## config.mk

```make
export PLATFORM = sky130hd
export DESIGN_NAME = decode_issue
export DESIGN_NICKNAME = d
export VERILOG_FILES = /design/src/hdl/isa_pkg.sv /design/src/hdl/issue_pkg.sv /design/src/hdl/insn_decoder.sv /design/src/hdl/regfile.sv /design/src/hdl/issue_select.sv /design/src/hdl/decode_issue.sv
export SDC_FILE = /design/constraint.sdc
export NUM_CORES = 2
export LEC_CHECK = 0
export ABC_AREA = 0
export BUFFER_PORTS_ARGS = -buffer_cell sky130_fd_sc_hd__buf_2
export CAP_MARGIN = 20
export CORE_MARGIN = 4
export CORE_UTILIZATION = 44
export DETAILED_ROUTE_END_ITERATION = 12
export PLACE_DENSITY = 0.7
export SLEW_MARGIN = 20
export SYNTH_ARGS = -nofsm -noshare
export SYNTH_HDL_FRONTEND = slang
export SYNTH_SLANG_ARGS = --single-unit
```

## constraint.sdc

```tcl
create_clock -name clk -period 11.1 [get_ports clk]
set_input_delay 3.33 -clock clk [delete_from_list [all_inputs] [get_ports clk]]
set_output_delay 3.33 -clock clk [all_outputs]
set_load 0.03 [all_outputs]
```

## src/hdl/isa_pkg.sv

```systemverilog
// Instruction encoding for the decode and issue stage, imported by the decoders and register file
package isa_pkg;

   // Instruction and register file geometry
   localparam int insn_w = 32;
   localparam int reg_aw = 5;
   localparam int opc_w = 6;
   localparam int imm_w = 16;

   // Field positions
   localparam int opc_msb = 31;
   localparam int opc_lsb = 26;
   localparam int rd_msb = 25;
   localparam int rd_lsb = 21;
   localparam int rs1_msb = 20;
   localparam int rs1_lsb = 16;
   localparam int rs2_msb = 15;
   localparam int rs2_lsb = 11;

   // Immediate overlaps rs2 and is sign-extended by the decoder
   localparam int imm_msb = 15;
   localparam int imm_lsb = 0;

   // Register-register ALU group
   localparam logic [opc_w-1:0] op_add = 6'h01;
   localparam logic [opc_w-1:0] op_sub = 6'h02;
   localparam logic [opc_w-1:0] op_and = 6'h03;
   localparam logic [opc_w-1:0] op_or = 6'h04;
   localparam logic [opc_w-1:0] op_xor = 6'h05;
   localparam logic [opc_w-1:0] op_sll = 6'h06;
   localparam logic [opc_w-1:0] op_srl = 6'h07;

   // Register-immediate ALU
   localparam logic [opc_w-1:0] op_addi = 6'h08;

   // Multiplier
   localparam logic [opc_w-1:0] op_mul = 6'h10;

   // Load and store with address rs1 plus immediate
   localparam logic [opc_w-1:0] op_lw = 6'h18;
   localparam logic [opc_w-1:0] op_sw = 6'h19;

   // Branch and jump
   localparam logic [opc_w-1:0] op_beq = 6'h20;
   localparam logic [opc_w-1:0] op_jal = 6'h21;

   // System call is the last legal opcode
   localparam logic [opc_w-1:0] op_syscall = 6'h3f;

endpackage

```

## src/hdl/issue_pkg.sv

```systemverilog
// Micro-operation encoding carried from decode into the EX stage registers
package issue_pkg;

   // Functional unit classes
   localparam int fu_w = 3;

   typedef enum logic [fu_w-1:0] {
      fu_alu,
      fu_mul,
      fu_bru,
      fu_lsu,
      fu_epu
   } fu_e;

   // Operation within a unit
   localparam int op_w = 4;

   localparam logic [op_w-1:0] alu_add = 4'd0;
   localparam logic [op_w-1:0] alu_sub = 4'd1;
   localparam logic [op_w-1:0] alu_and = 4'd2;
   localparam logic [op_w-1:0] alu_or = 4'd3;
   localparam logic [op_w-1:0] alu_xor = 4'd4;
   localparam logic [op_w-1:0] alu_sll = 4'd5;
   localparam logic [op_w-1:0] alu_srl = 4'd6;
   localparam logic [op_w-1:0] mul_mul = 4'd0;
   localparam logic [op_w-1:0] bru_beq = 4'd0;
   localparam logic [op_w-1:0] bru_jal = 4'd1;
   localparam logic [op_w-1:0] lsu_lw = 4'd0;
   localparam logic [op_w-1:0] lsu_sw = 4'd1;

   // Exception and interrupt codes for the EPU
   localparam logic [op_w-1:0] epu_syscall = 4'd0;
   localparam logic [op_w-1:0] epu_illegal = 4'd1;
   localparam logic [op_w-1:0] epu_fetch_exc = 4'd2;
   localparam logic [op_w-1:0] epu_irq = 4'd3;

endpackage

```

## src/hdl/insn_decoder.sv

```systemverilog
// Combinational decoder for one issue slot, instantiated once per slot by the top level
`timescale 1ns/100ps

module insn_decoder
#(
   parameter DW = 32
)
(
   input  logic [isa_pkg::insn_w-1:0]  insn,
   input  logic                        exc,
   input  logic                        irq,
   output issue_pkg::fu_e              fu,
   output logic [issue_pkg::op_w-1:0]  op,
   output logic [DW-1:0]               imm,
   output logic                        rf_we,
   output logic [isa_pkg::reg_aw-1:0]  rd,
   output logic                        rs1_re,
   output logic                        rs2_re,
   output logic [isa_pkg::reg_aw-1:0]  rs1_addr,
   output logic [isa_pkg::reg_aw-1:0]  rs2_addr,
   output logic                        single_fu
);
   import isa_pkg::*;
   import issue_pkg::*;

   // Register use as {rf_we, rs1_re, rs2_re}
   localparam logic [2:0] use_rrr = 3'b111;
   localparam logic [2:0] use_rri = 3'b110;
   localparam logic [2:0] use_rr = 3'b011;
   localparam logic [2:0] use_w = 3'b100;
   localparam logic [2:0] use_none = 3'b000;

   logic [opc_w-1:0]   opc;
   logic               illegal;
   fu_e                dec_fu;
   logic [op_w-1:0]    dec_op;
   logic [2:0]         dec_use;

   assign opc = insn[opc_msb:opc_lsb];
   assign rd = insn[rd_msb:rd_lsb];
   assign rs1_addr = insn[rs1_msb:rs1_lsb];
   assign rs2_addr = insn[rs2_msb:rs2_lsb];
   assign imm = {{(DW-imm_w){insn[imm_msb]}}, insn[imm_msb:imm_lsb]};

   // Opcode table
   always_comb
   begin
      illegal = 1'b0;
      dec_fu = fu_alu;
      dec_op = alu_add;
      dec_use = use_rrr;
      case (opc)
         op_add: dec_op = alu_add;
         op_sub: dec_op = alu_sub;
         op_and: dec_op = alu_and;
         op_or: dec_op = alu_or;
         op_xor: dec_op = alu_xor;
         op_sll: dec_op = alu_sll;
         op_srl: dec_op = alu_srl;
         op_addi: dec_use = use_rri;
         op_mul: dec_fu = fu_mul;
         op_lw:
         begin
            dec_fu = fu_lsu;
            dec_op = lsu_lw;
            dec_use = use_rri;
         end
         op_sw:
         begin
            // Store data comes through the rs2 port
            dec_fu = fu_lsu;
            dec_op = lsu_sw;
            dec_use = use_rr;
         end
         op_beq:
         begin
            dec_fu = fu_bru;
            dec_op = bru_beq;
            dec_use = use_rr;
         end
         op_jal:
         begin
            // Link register only
            dec_fu = fu_bru;
            dec_op = bru_jal;
            dec_use = use_w;
         end
         op_syscall:
         begin
            dec_fu = fu_epu;
            dec_op = epu_syscall;
            dec_use = use_none;
         end
         default:
            illegal = 1'b1;
      endcase
   end

   // Fetch exception wins over interrupt, interrupt over illegal opcode
   always_comb
   begin
      fu = dec_fu;
      op = dec_op;
      {rf_we, rs1_re, rs2_re} = dec_use;
      if (exc || irq || illegal)
      begin
         fu = fu_epu;
         {rf_we, rs1_re, rs2_re} = use_none;
         if (exc)
            op = epu_fetch_exc;
         else if (irq)
            op = epu_irq;
         else
            op = epu_illegal;
      end
   end

   // One copy each of MUL, LSU and EPU
   assign single_fu = (fu == fu_mul) || (fu == fu_lsu) || (fu == fu_epu);

endmodule

```

## src/hdl/regfile.sv

```systemverilog
// Architectural register file with registered read ports, two per slot, and one writeback port
`timescale 1ns/100ps

module regfile
#(
   parameter P_ISSUE_WIDTH = 1,
   parameter DW = 32
)
(
   input  logic                                           clk,
   input  logic                                           reset,
   input  logic [2*(1<<P_ISSUE_WIDTH)-1:0]                re,
   input  logic [isa_pkg::insn_w*(1<<P_ISSUE_WIDTH)-1:0]  ins,
   input  logic                                           we,
   input  logic [isa_pkg::reg_aw-1:0]                     waddr,
   input  logic [DW-1:0]                                  wdata,
   output logic [2*DW*(1<<P_ISSUE_WIDTH)-1:0]             rdata
);
   import isa_pkg::*;

   localparam int IW = 1 << P_ISSUE_WIDTH;
   localparam int n_regs = 1 << reg_aw;

   logic [DW-1:0]      regs [n_regs];
   logic [reg_aw-1:0]  raddr [2*IW];

   // Port 2*i reads rs1 of slot i, port 2*i+1 reads rs2
   always_comb
   begin
      for (int i = 0; i < IW; i++)
      begin
         raddr[2*i] = ins[i*insn_w + rs1_lsb +: reg_aw];
         raddr[2*i+1] = ins[i*insn_w + rs2_lsb +: reg_aw];
      end
   end

   // Register 0 is never written, so it stays zero after reset
   always_ff @(posedge clk)
   begin
      if (reset)
      begin
         for (int r = 0; r < n_regs; r++)
            regs[r] <= '0;
      end
      else if (we && (waddr != '0))
         regs[waddr] <= wdata;
   end

   // Read data holds while its enable is low
   always_ff @(posedge clk)
   begin
      for (int p = 0; p < 2*IW; p++)
      begin
         if (re[p])
            rdata[p*DW +: DW] <= regs[raddr[p]];
      end
   end

endmodule

```

## src/hdl/issue_select.sv

```systemverilog
// Issue selection for a decoded group, with the pop count back to the frontend and EX registers
`timescale 1ns/100ps

module issue_select
#(
   parameter P_ISSUE_WIDTH = 1,
   parameter DW = 32
)
(
   input  logic                                              clk,
   input  logic                                              reset,
   input  logic                                              stall,
   input  logic                                              flush,
   // Frontend
   input  logic [(1<<P_ISSUE_WIDTH)-1:0]                     id_valid,
   input  logic [DW*(1<<P_ISSUE_WIDTH)-1:0]                  id_pc,
   output logic [P_ISSUE_WIDTH:0]                            id_pop_cnt,
   // Decoder array
   input  logic [issue_pkg::fu_w*(1<<P_ISSUE_WIDTH)-1:0]     fu,
   input  logic [issue_pkg::op_w*(1<<P_ISSUE_WIDTH)-1:0]     op,
   input  logic [DW*(1<<P_ISSUE_WIDTH)-1:0]                  imm,
   input  logic [(1<<P_ISSUE_WIDTH)-1:0]                     rf_we,
   input  logic [isa_pkg::reg_aw*(1<<P_ISSUE_WIDTH)-1:0]     rd,
   input  logic [(1<<P_ISSUE_WIDTH)-1:0]                     rs1_re,
   input  logic [isa_pkg::reg_aw*(1<<P_ISSUE_WIDTH)-1:0]     rs1_addr,
   input  logic [(1<<P_ISSUE_WIDTH)-1:0]                     rs2_re,
   input  logic [isa_pkg::reg_aw*(1<<P_ISSUE_WIDTH)-1:0]     rs2_addr,
   input  logic [(1<<P_ISSUE_WIDTH)-1:0]                     single_fu,
   // Register file read enables
   output logic [2*(1<<P_ISSUE_WIDTH)-1:0]                   arf_re,
   // EX stage
   output logic [(1<<P_ISSUE_WIDTH)-1:0]                     ex_valid,
   output logic [issue_pkg::fu_w*(1<<P_ISSUE_WIDTH)-1:0]     ex_fu,
   output logic [issue_pkg::op_w*(1<<P_ISSUE_WIDTH)-1:0]     ex_op,
   output logic [DW*(1<<P_ISSUE_WIDTH)-1:0]                  ex_imm,
   output logic [DW*(1<<P_ISSUE_WIDTH)-1:0]                  ex_pc,
   output logic [isa_pkg::reg_aw*(1<<P_ISSUE_WIDTH)-1:0]     ex_rd,
   output logic [(1<<P_ISSUE_WIDTH)-1:0]                     ex_rf_we
);
   import isa_pkg::*;
   import issue_pkg::*;

   localparam int IW = 1 << P_ISSUE_WIDTH;

   logic                   p_ce;
   logic [IW-1:0]          raw_dep;
   logic [IW-1:0]          issue_msk;
   logic [IW-1:0]          issue_valid;
   logic [P_ISSUE_WIDTH:0] issue_cnt;

   assign p_ce = ~stall;

   // Slot k depends on an earlier slot j of the group that writes one of its sources
   always_comb
   begin
      raw_dep = '0;
      for (int k = 1; k < IW; k++)
      begin
         for (int j = 0; j < k; j++)
         begin
            if (rf_we[j] &&
                ((rs1_re[k] && (rs1_addr[k*reg_aw +: reg_aw] == rd[j*reg_aw +: reg_aw])) ||
                 (rs2_re[k] && (rs2_addr[k*reg_aw +: reg_aw] == rd[j*reg_aw +: reg_aw]))))
               raw_dep[k] = 1'b1;
         end
      end
   end

   // The first blocked slot ends the group
   always_comb
   begin
      issue_msk[0] = 1'b1;
      for (int i = 1; i < IW; i++)
         issue_msk[i] = issue_msk[i-1] & ~single_fu[i] & ~raw_dep[i];
   end

   assign issue_valid = issue_msk & id_valid;

   // Both vectors are contiguous from slot 0, so a plain bit count is the leading count
   always_comb
   begin
      issue_cnt = '0;
      for (int i = 0; i < IW; i++)
         issue_cnt = issue_cnt + issue_valid[i];
   end

   assign id_pop_cnt = p_ce ? issue_cnt : '0;

   always_comb
   begin
      for (int i = 0; i < IW; i++)
      begin
         arf_re[2*i] = p_ce & rs1_re[i];
         arf_re[2*i+1] = p_ce & rs2_re[i];
      end
   end

   // Flush clears the group even during a stall
   always_ff @(posedge clk)
   begin
      if (reset || flush)
         ex_valid <= '0;
      else if (p_ce)
         ex_valid <= issue_valid;
   end

   always_ff @(posedge clk)
   begin
      if (p_ce)
      begin
         ex_fu <= fu;
         ex_op <= op;
         ex_imm <= imm;
         ex_pc <= id_pc;
         ex_rd <= rd;
         ex_rf_we <= rf_we;
      end
   end

endmodule

```

## src/hdl/decode_issue.sv

```systemverilog
// Top level of the decode and issue stage, wiring decoders, register file and issue selector
`timescale 1ns/100ps

module decode_issue
#(
   parameter P_ISSUE_WIDTH = 1,
   parameter DW = 32
)
(
   input  logic                                              clk,
   input  logic                                              reset,
   input  logic                                              stall,
   input  logic                                              flush,
   // Frontend
   input  logic [(1<<P_ISSUE_WIDTH)-1:0]                     id_valid,
   input  logic [isa_pkg::insn_w*(1<<P_ISSUE_WIDTH)-1:0]     id_ins,
   input  logic [DW*(1<<P_ISSUE_WIDTH)-1:0]                  id_pc,
   input  logic [(1<<P_ISSUE_WIDTH)-1:0]                     id_exc,
   input  logic                                              id_irq,
   output logic [P_ISSUE_WIDTH:0]                            id_pop_cnt,
   // Writeback
   input  logic                                              wb_we,
   input  logic [isa_pkg::reg_aw-1:0]                        wb_addr,
   input  logic [DW-1:0]                                     wb_data,
   // EX stage
   output logic [(1<<P_ISSUE_WIDTH)-1:0]                     ex_valid,
   output logic [issue_pkg::fu_w*(1<<P_ISSUE_WIDTH)-1:0]     ex_fu,
   output logic [issue_pkg::op_w*(1<<P_ISSUE_WIDTH)-1:0]     ex_op,
   output logic [DW*(1<<P_ISSUE_WIDTH)-1:0]                  ex_imm,
   output logic [DW*(1<<P_ISSUE_WIDTH)-1:0]                  ex_pc,
   output logic [isa_pkg::reg_aw*(1<<P_ISSUE_WIDTH)-1:0]     ex_rd,
   output logic [(1<<P_ISSUE_WIDTH)-1:0]                     ex_rf_we,
   output logic [DW*(1<<P_ISSUE_WIDTH)-1:0]                  ex_operand1,
   output logic [DW*(1<<P_ISSUE_WIDTH)-1:0]                  ex_operand2
);
   import isa_pkg::*;
   import issue_pkg::*;

   localparam int IW = 1 << P_ISSUE_WIDTH;

   logic [fu_w*IW-1:0]     dec_fu;
   logic [op_w*IW-1:0]     dec_op;
   logic [DW*IW-1:0]       dec_imm;
   logic [IW-1:0]          dec_rf_we;
   logic [reg_aw*IW-1:0]   dec_rd;
   logic [IW-1:0]          dec_rs1_re;
   logic [reg_aw*IW-1:0]   dec_rs1_addr;
   logic [IW-1:0]          dec_rs2_re;
   logic [reg_aw*IW-1:0]   dec_rs2_addr;
   logic [IW-1:0]          dec_single_fu;
   logic [2*IW-1:0]        arf_re;
   logic [2*DW*IW-1:0]     arf_rdata;

   genvar i;

   generate
      for (i = 0; i < IW; i = i + 1)
      begin : gen_dec
         // Interrupt is taken on slot 0 only
         insn_decoder #(.DW(DW)) u_dec
         (
            .insn       (id_ins[i*insn_w +: insn_w]),
            .exc        (id_exc[i]),
            .irq        ((i == 0) ? id_irq : 1'b0),
            .fu         (dec_fu[i*fu_w +: fu_w]),
            .op         (dec_op[i*op_w +: op_w]),
            .imm        (dec_imm[i*DW +: DW]),
            .rf_we      (dec_rf_we[i]),
            .rd         (dec_rd[i*reg_aw +: reg_aw]),
            .rs1_re     (dec_rs1_re[i]),
            .rs2_re     (dec_rs2_re[i]),
            .rs1_addr   (dec_rs1_addr[i*reg_aw +: reg_aw]),
            .rs2_addr   (dec_rs2_addr[i*reg_aw +: reg_aw]),
            .single_fu  (dec_single_fu[i])
         );

         // Read port 2*i feeds operand 1, port 2*i+1 feeds operand 2
         assign ex_operand1[i*DW +: DW] = arf_rdata[2*i*DW +: DW];
         assign ex_operand2[i*DW +: DW] = arf_rdata[(2*i+1)*DW +: DW];
      end
   endgenerate

   regfile #(.P_ISSUE_WIDTH(P_ISSUE_WIDTH), .DW(DW)) u_arf
   (
      .clk     (clk),
      .reset   (reset),
      .re      (arf_re),
      .ins     (id_ins),
      .we      (wb_we),
      .waddr   (wb_addr),
      .wdata   (wb_data),
      .rdata   (arf_rdata)
   );

   issue_select #(.P_ISSUE_WIDTH(P_ISSUE_WIDTH), .DW(DW)) u_sel
   (
      .clk         (clk),
      .reset       (reset),
      .stall       (stall),
      .flush       (flush),
      .id_valid    (id_valid),
      .id_pc       (id_pc),
      .id_pop_cnt  (id_pop_cnt),
      .fu          (dec_fu),
      .op          (dec_op),
      .imm         (dec_imm),
      .rf_we       (dec_rf_we),
      .rd          (dec_rd),
      .rs1_re      (dec_rs1_re),
      .rs1_addr    (dec_rs1_addr),
      .rs2_re      (dec_rs2_re),
      .rs2_addr    (dec_rs2_addr),
      .single_fu   (dec_single_fu),
      .arf_re      (arf_re),
      .ex_valid    (ex_valid),
      .ex_fu       (ex_fu),
      .ex_op       (ex_op),
      .ex_imm      (ex_imm),
      .ex_pc       (ex_pc),
      .ex_rd       (ex_rd),
      .ex_rf_we    (ex_rf_we)
   );

endmodule

```

==> impl_results.md <==
- CP arrival: 6.45 ns
- LEAKAGE: 0.0291 µW
- Final Cycle Share: 0.881
- RSZ-0062 raised after global routing: false
- FF-to-FF End: u_arf.rdata[52]$_DFFE_PP_
- Post-CTS Resized: 0
- Syn Std Cell Area: 78200 µm²
- Die ar.: 185000 µm²
- Final Power: 12900 µW
- Post-synth EDFFs: 1272
- CTS tree: yes
- Area growth syn-to-layout: 11.9%
- Worst r2r src: u_arf.regs[8][20]$_SDFFCE_PN0P_
- H-tree levels: 4
- Initial Utilization: 0.443
- Largest family of logic cells by synthesized area: multiplexers
- Iter 0 DRT Violations: 8356
- Detailed Place HPWL: 164000 µm
- Outcome: finished, final reports clean
- Final core occ: 0.496
- Final GP Congestion: 0.857
- ANT nets after route: 0
- IO Port Bufs: 458
- CTS Buf Count: 147
- DRT Pass-1 Iters: 6
- Yosys cell types: 50
- Clock-pin slew on the worst setup and hold paths: 0.06 ns
- Adder-Cell Fraction of Synth Area: 0.000160
- Grt ovf: 0
- Crit path top cell by count: nor3_1
- Slowest cell on crit path: nor3_1
- Pin count of the biggest net entering global routing: 137
- Crit path capture type: output port
- CTS Sinks: 1274
- CTS Hold Bufs: 0
- Ports: 461
- Critical Path RT: 7.77 ns
- Hold Path Origin: u_sel.ex_valid[1]$_SDFFE_PP0N_
- Dominant synthesized flop cell: edfxtp_1
- Register area: 38200 µm²
- Met3 Track Usage GR: 0.0952
- Post-Synth XOR/XNOR Area: 0.00123
- Grt met1 use: 0.378
- Initial antenna violation count: 56
- GRT Total Usage: 0.313
- Asr flop ratio synth: 0
- Post-CTS Setup Repair Bufs: 0
- Die width: 430 µm
- Worst-path maximum fanout: 33
- Row cnt: 154
- Clock skew: 0.0263 ns
- Area of the multi-input gates: 38000 µm²
- Routed WL: 291000 µm
- DRC Markers: 0
- Hold slack: 0.518 ns
- Die Y: 430 µm
- Sequential fraction of the synthesis area: 0.489
- Syn Area/Cell: 17.7 µm²
- Global-route wire length before repair: 399000 µm
- Final Hold Viols: 0
- Vias: 50.2k
- Slowest Stage Delay on Critical Path: 0.84 ns
- CTS root buffer: clkbuf_16
- Via-to-Cell Ratio: 7.05
- Critical Path Source Type: primary input
- Worst-Skew Late Latency: 0.82 ns
- Fill cells: 14.5k
- Post-synthesis mux area share: 0.387
- Final setup fails: 0
- Min-Delay Endpoint: u_sel.ex_valid[1]$_SDFFE_PP0N_
- Number of global-route vias before repair: 49.2k
- Worst VDD drop: 0.167 mV
- Final TNS setup: 0 ns
- Layout cell share with drive strength beyond 1: 0.479
- GRT Max-Usage Layer: met2
- Crit Path Class: in -> out
- Routed wire length per instance: 40.8 µm
- Reg2reg setup slack: 8.93 ns
- Post-synthesis compound-gate area fraction: 0.00293
- Pwr dens: 147 nW/µm²
- Nets: 4809
- Reg2reg path depth: 3
- Relative slew slack: 0.155
- Maxcap violations: 0
- F_max: 102 MHz
- Worst-margin pin slew: 1.27 ns
- Final Critical Period: 9.78 ns
- Simple-Gate Fraction of Synth Area: 0.0888
- Synth warn: 0
- Worst-path cell chain: buf_8 -> xnor2_1 -> nand3_1 -> nor3_1 -> a21oi_1 -> nor4_1 -> nor3_1 -> ha_1 -> nor2b_1 -> buf_2
- Max Slew Vio Count: 0
- Clk buf depth: 3
- Post-synthesis instance total: 4409
- Worst hold stages: 2
- Hold WC Path Type: reg -> reg
- Yosys reg bits: 1274
- CORE AREA: 176000 µm²
- Met2 usage: 0.489
-- state kept, by name, summed over array words and instances, names as in the netlist --
signal          cells
u_sel.ex_pc        64
u_sel.ex_imm       32
u_arf.rdata       128
u_sel.ex_op         6
u_sel.ex_fu         6
u_sel.ex_valid      2
u_sel.ex_rd        10
u_arf.regs       1024
u_sel.ex_rf_we      2
-- final cells by class --
type	count	share of cell area
inverter	4	0.000200
clock buffer	169	0.0439
clock inverter	92	0.0118
timing repair buffer	582	0.0394
tap	2340	0.0334
sequential	1274	0.437
antenna	45	0.00129
multi-input combinational	2624	0.433
-- worst max-delay path: cells and delay by family --
kind	cells	cell delay, ns
AND/OR/NAND/NOR	5	1.71
buffers and inverters	2	0.55
adder cells (fa/ha/maj)	1	0.33
AO/OA/AOI/OAI	1	0.28
XOR/XNOR	1	0.17
-- cells in the final DEF, fill, tap and decap left out, types with 3 or more instances in the layout --
master / count
o21ai_0: 6
xor2_1: 4
bufinv_16: 20
buf_8: 8
or2_4: 3
and2_1: 992
nor2_1: 19
buf_2: 439
nand3b_1: 3
clkinv_2: 22
clkinvlp_4: 9
diode_2: 45
o211ai_1: 4
buf_4: 123
buf_6: 4
conb_1: 34
nor3_1: 9
inv_6: 6
xnor2_1: 7
inv_1: 3
clkinv_1: 31
nor4_1: 4
or2_2: 29
mux2_2: 128
mux4_2: 1280
clkbuf_16: 151
nand3_1: 10
clkbuf_1: 18
nor2_4: 31
edfxtp_1: 1272
buf_12: 7
nand2_1: 10
nand2b_1: 5
a21oi_1: 9
-- per-stage QoR --
stage,std cells,area (µm²),setup WS [ns]
floorplan,4442,78400,2.32
global placement,6821,82500,1.27
detailed placement,6821,82500,1.39
CTS,7082,87400,1.39
global route,7106,87500,1.33
finish,7130,87600,1.32
-- Yosys cell counts (3+ instances only) --
library cell	n	share of area
and2_1	992	0.079
xnor2_1	7	0.00078
nor3b_1	3	0.00029
buf_1	46	0.0022
nor2_1	50	0.0024
nand2b_1	5	0.00040
nor4_1	4	0.00032
xor2_1	4	0.00045
buf_2	91	0.0058
nand3b_1	3	0.00029
buf_4	50	0.0048
or2_2	32	0.0026
nand3_1	10	0.00064
mux2_2	128	0.018
o211ai_1	4	0.00038
o21ai_0	6	0.00038
mux4_2	1280	0.37
inv_1	4	0.00019
buf_6	12	0.0017
nand2_1	10	0.00048
clkbuf_1	341	0.016
a21oi_1	9	0.00058
nor3_1	11	0.00070
edfxtp_1	1272	0.49
-- logic make-up after synthesis --
kind of cell,Yosys count
XOR/XNOR,11
AND/OR/NAND/NOR,1134
other,1
buffers and inverters,544
AO/OA/AOI/OAI,34
multiplexers,1410
adder cells (fa/ha/maj),1
flip-flops,1274
-- metal layers --
layer  wire length [µm]  vias up  part of all wire
li1                   -    18700                 -
met1              90700    25800              0.31
met2             138000     4748              0.47
met3              41000      961              0.14
met4              21700       12             0.075
met5                 82        -           0.00028
-- worst max path at each step --
stage / from / to / slack, ns / cells past startpoint
after floorplan: id_ins[44] / id_pop_cnt[0] / 2.32 / 11
after global placement: id_ins[43] / id_pop_cnt[0] / 1.27 / 10
after detailed placement: id_ins[43] / id_pop_cnt[0] / 1.39 / 10
after CTS: id_ins[43] / id_pop_cnt[0] / 1.39 / 10
after global routing: id_ins[43] / id_pop_cnt[0] / 1.33 / 10
final: id_ins[43] / id_pop_cnt[0] / 1.32 / 10
-- power by group --
| part | internal, µW | total, µW | leakage (µW) | switching, µW |
|---|---|---|---|---|
| combinational | 1000 | 2120 | 0.0147 | 1110 |
| sequential | 5590 | 5800 | 0.0121 | 209 |
| clock | 2950 | 5000 | 0.00237 | 2050 |
Note: power is estimated with default switching activity, not from simulation.
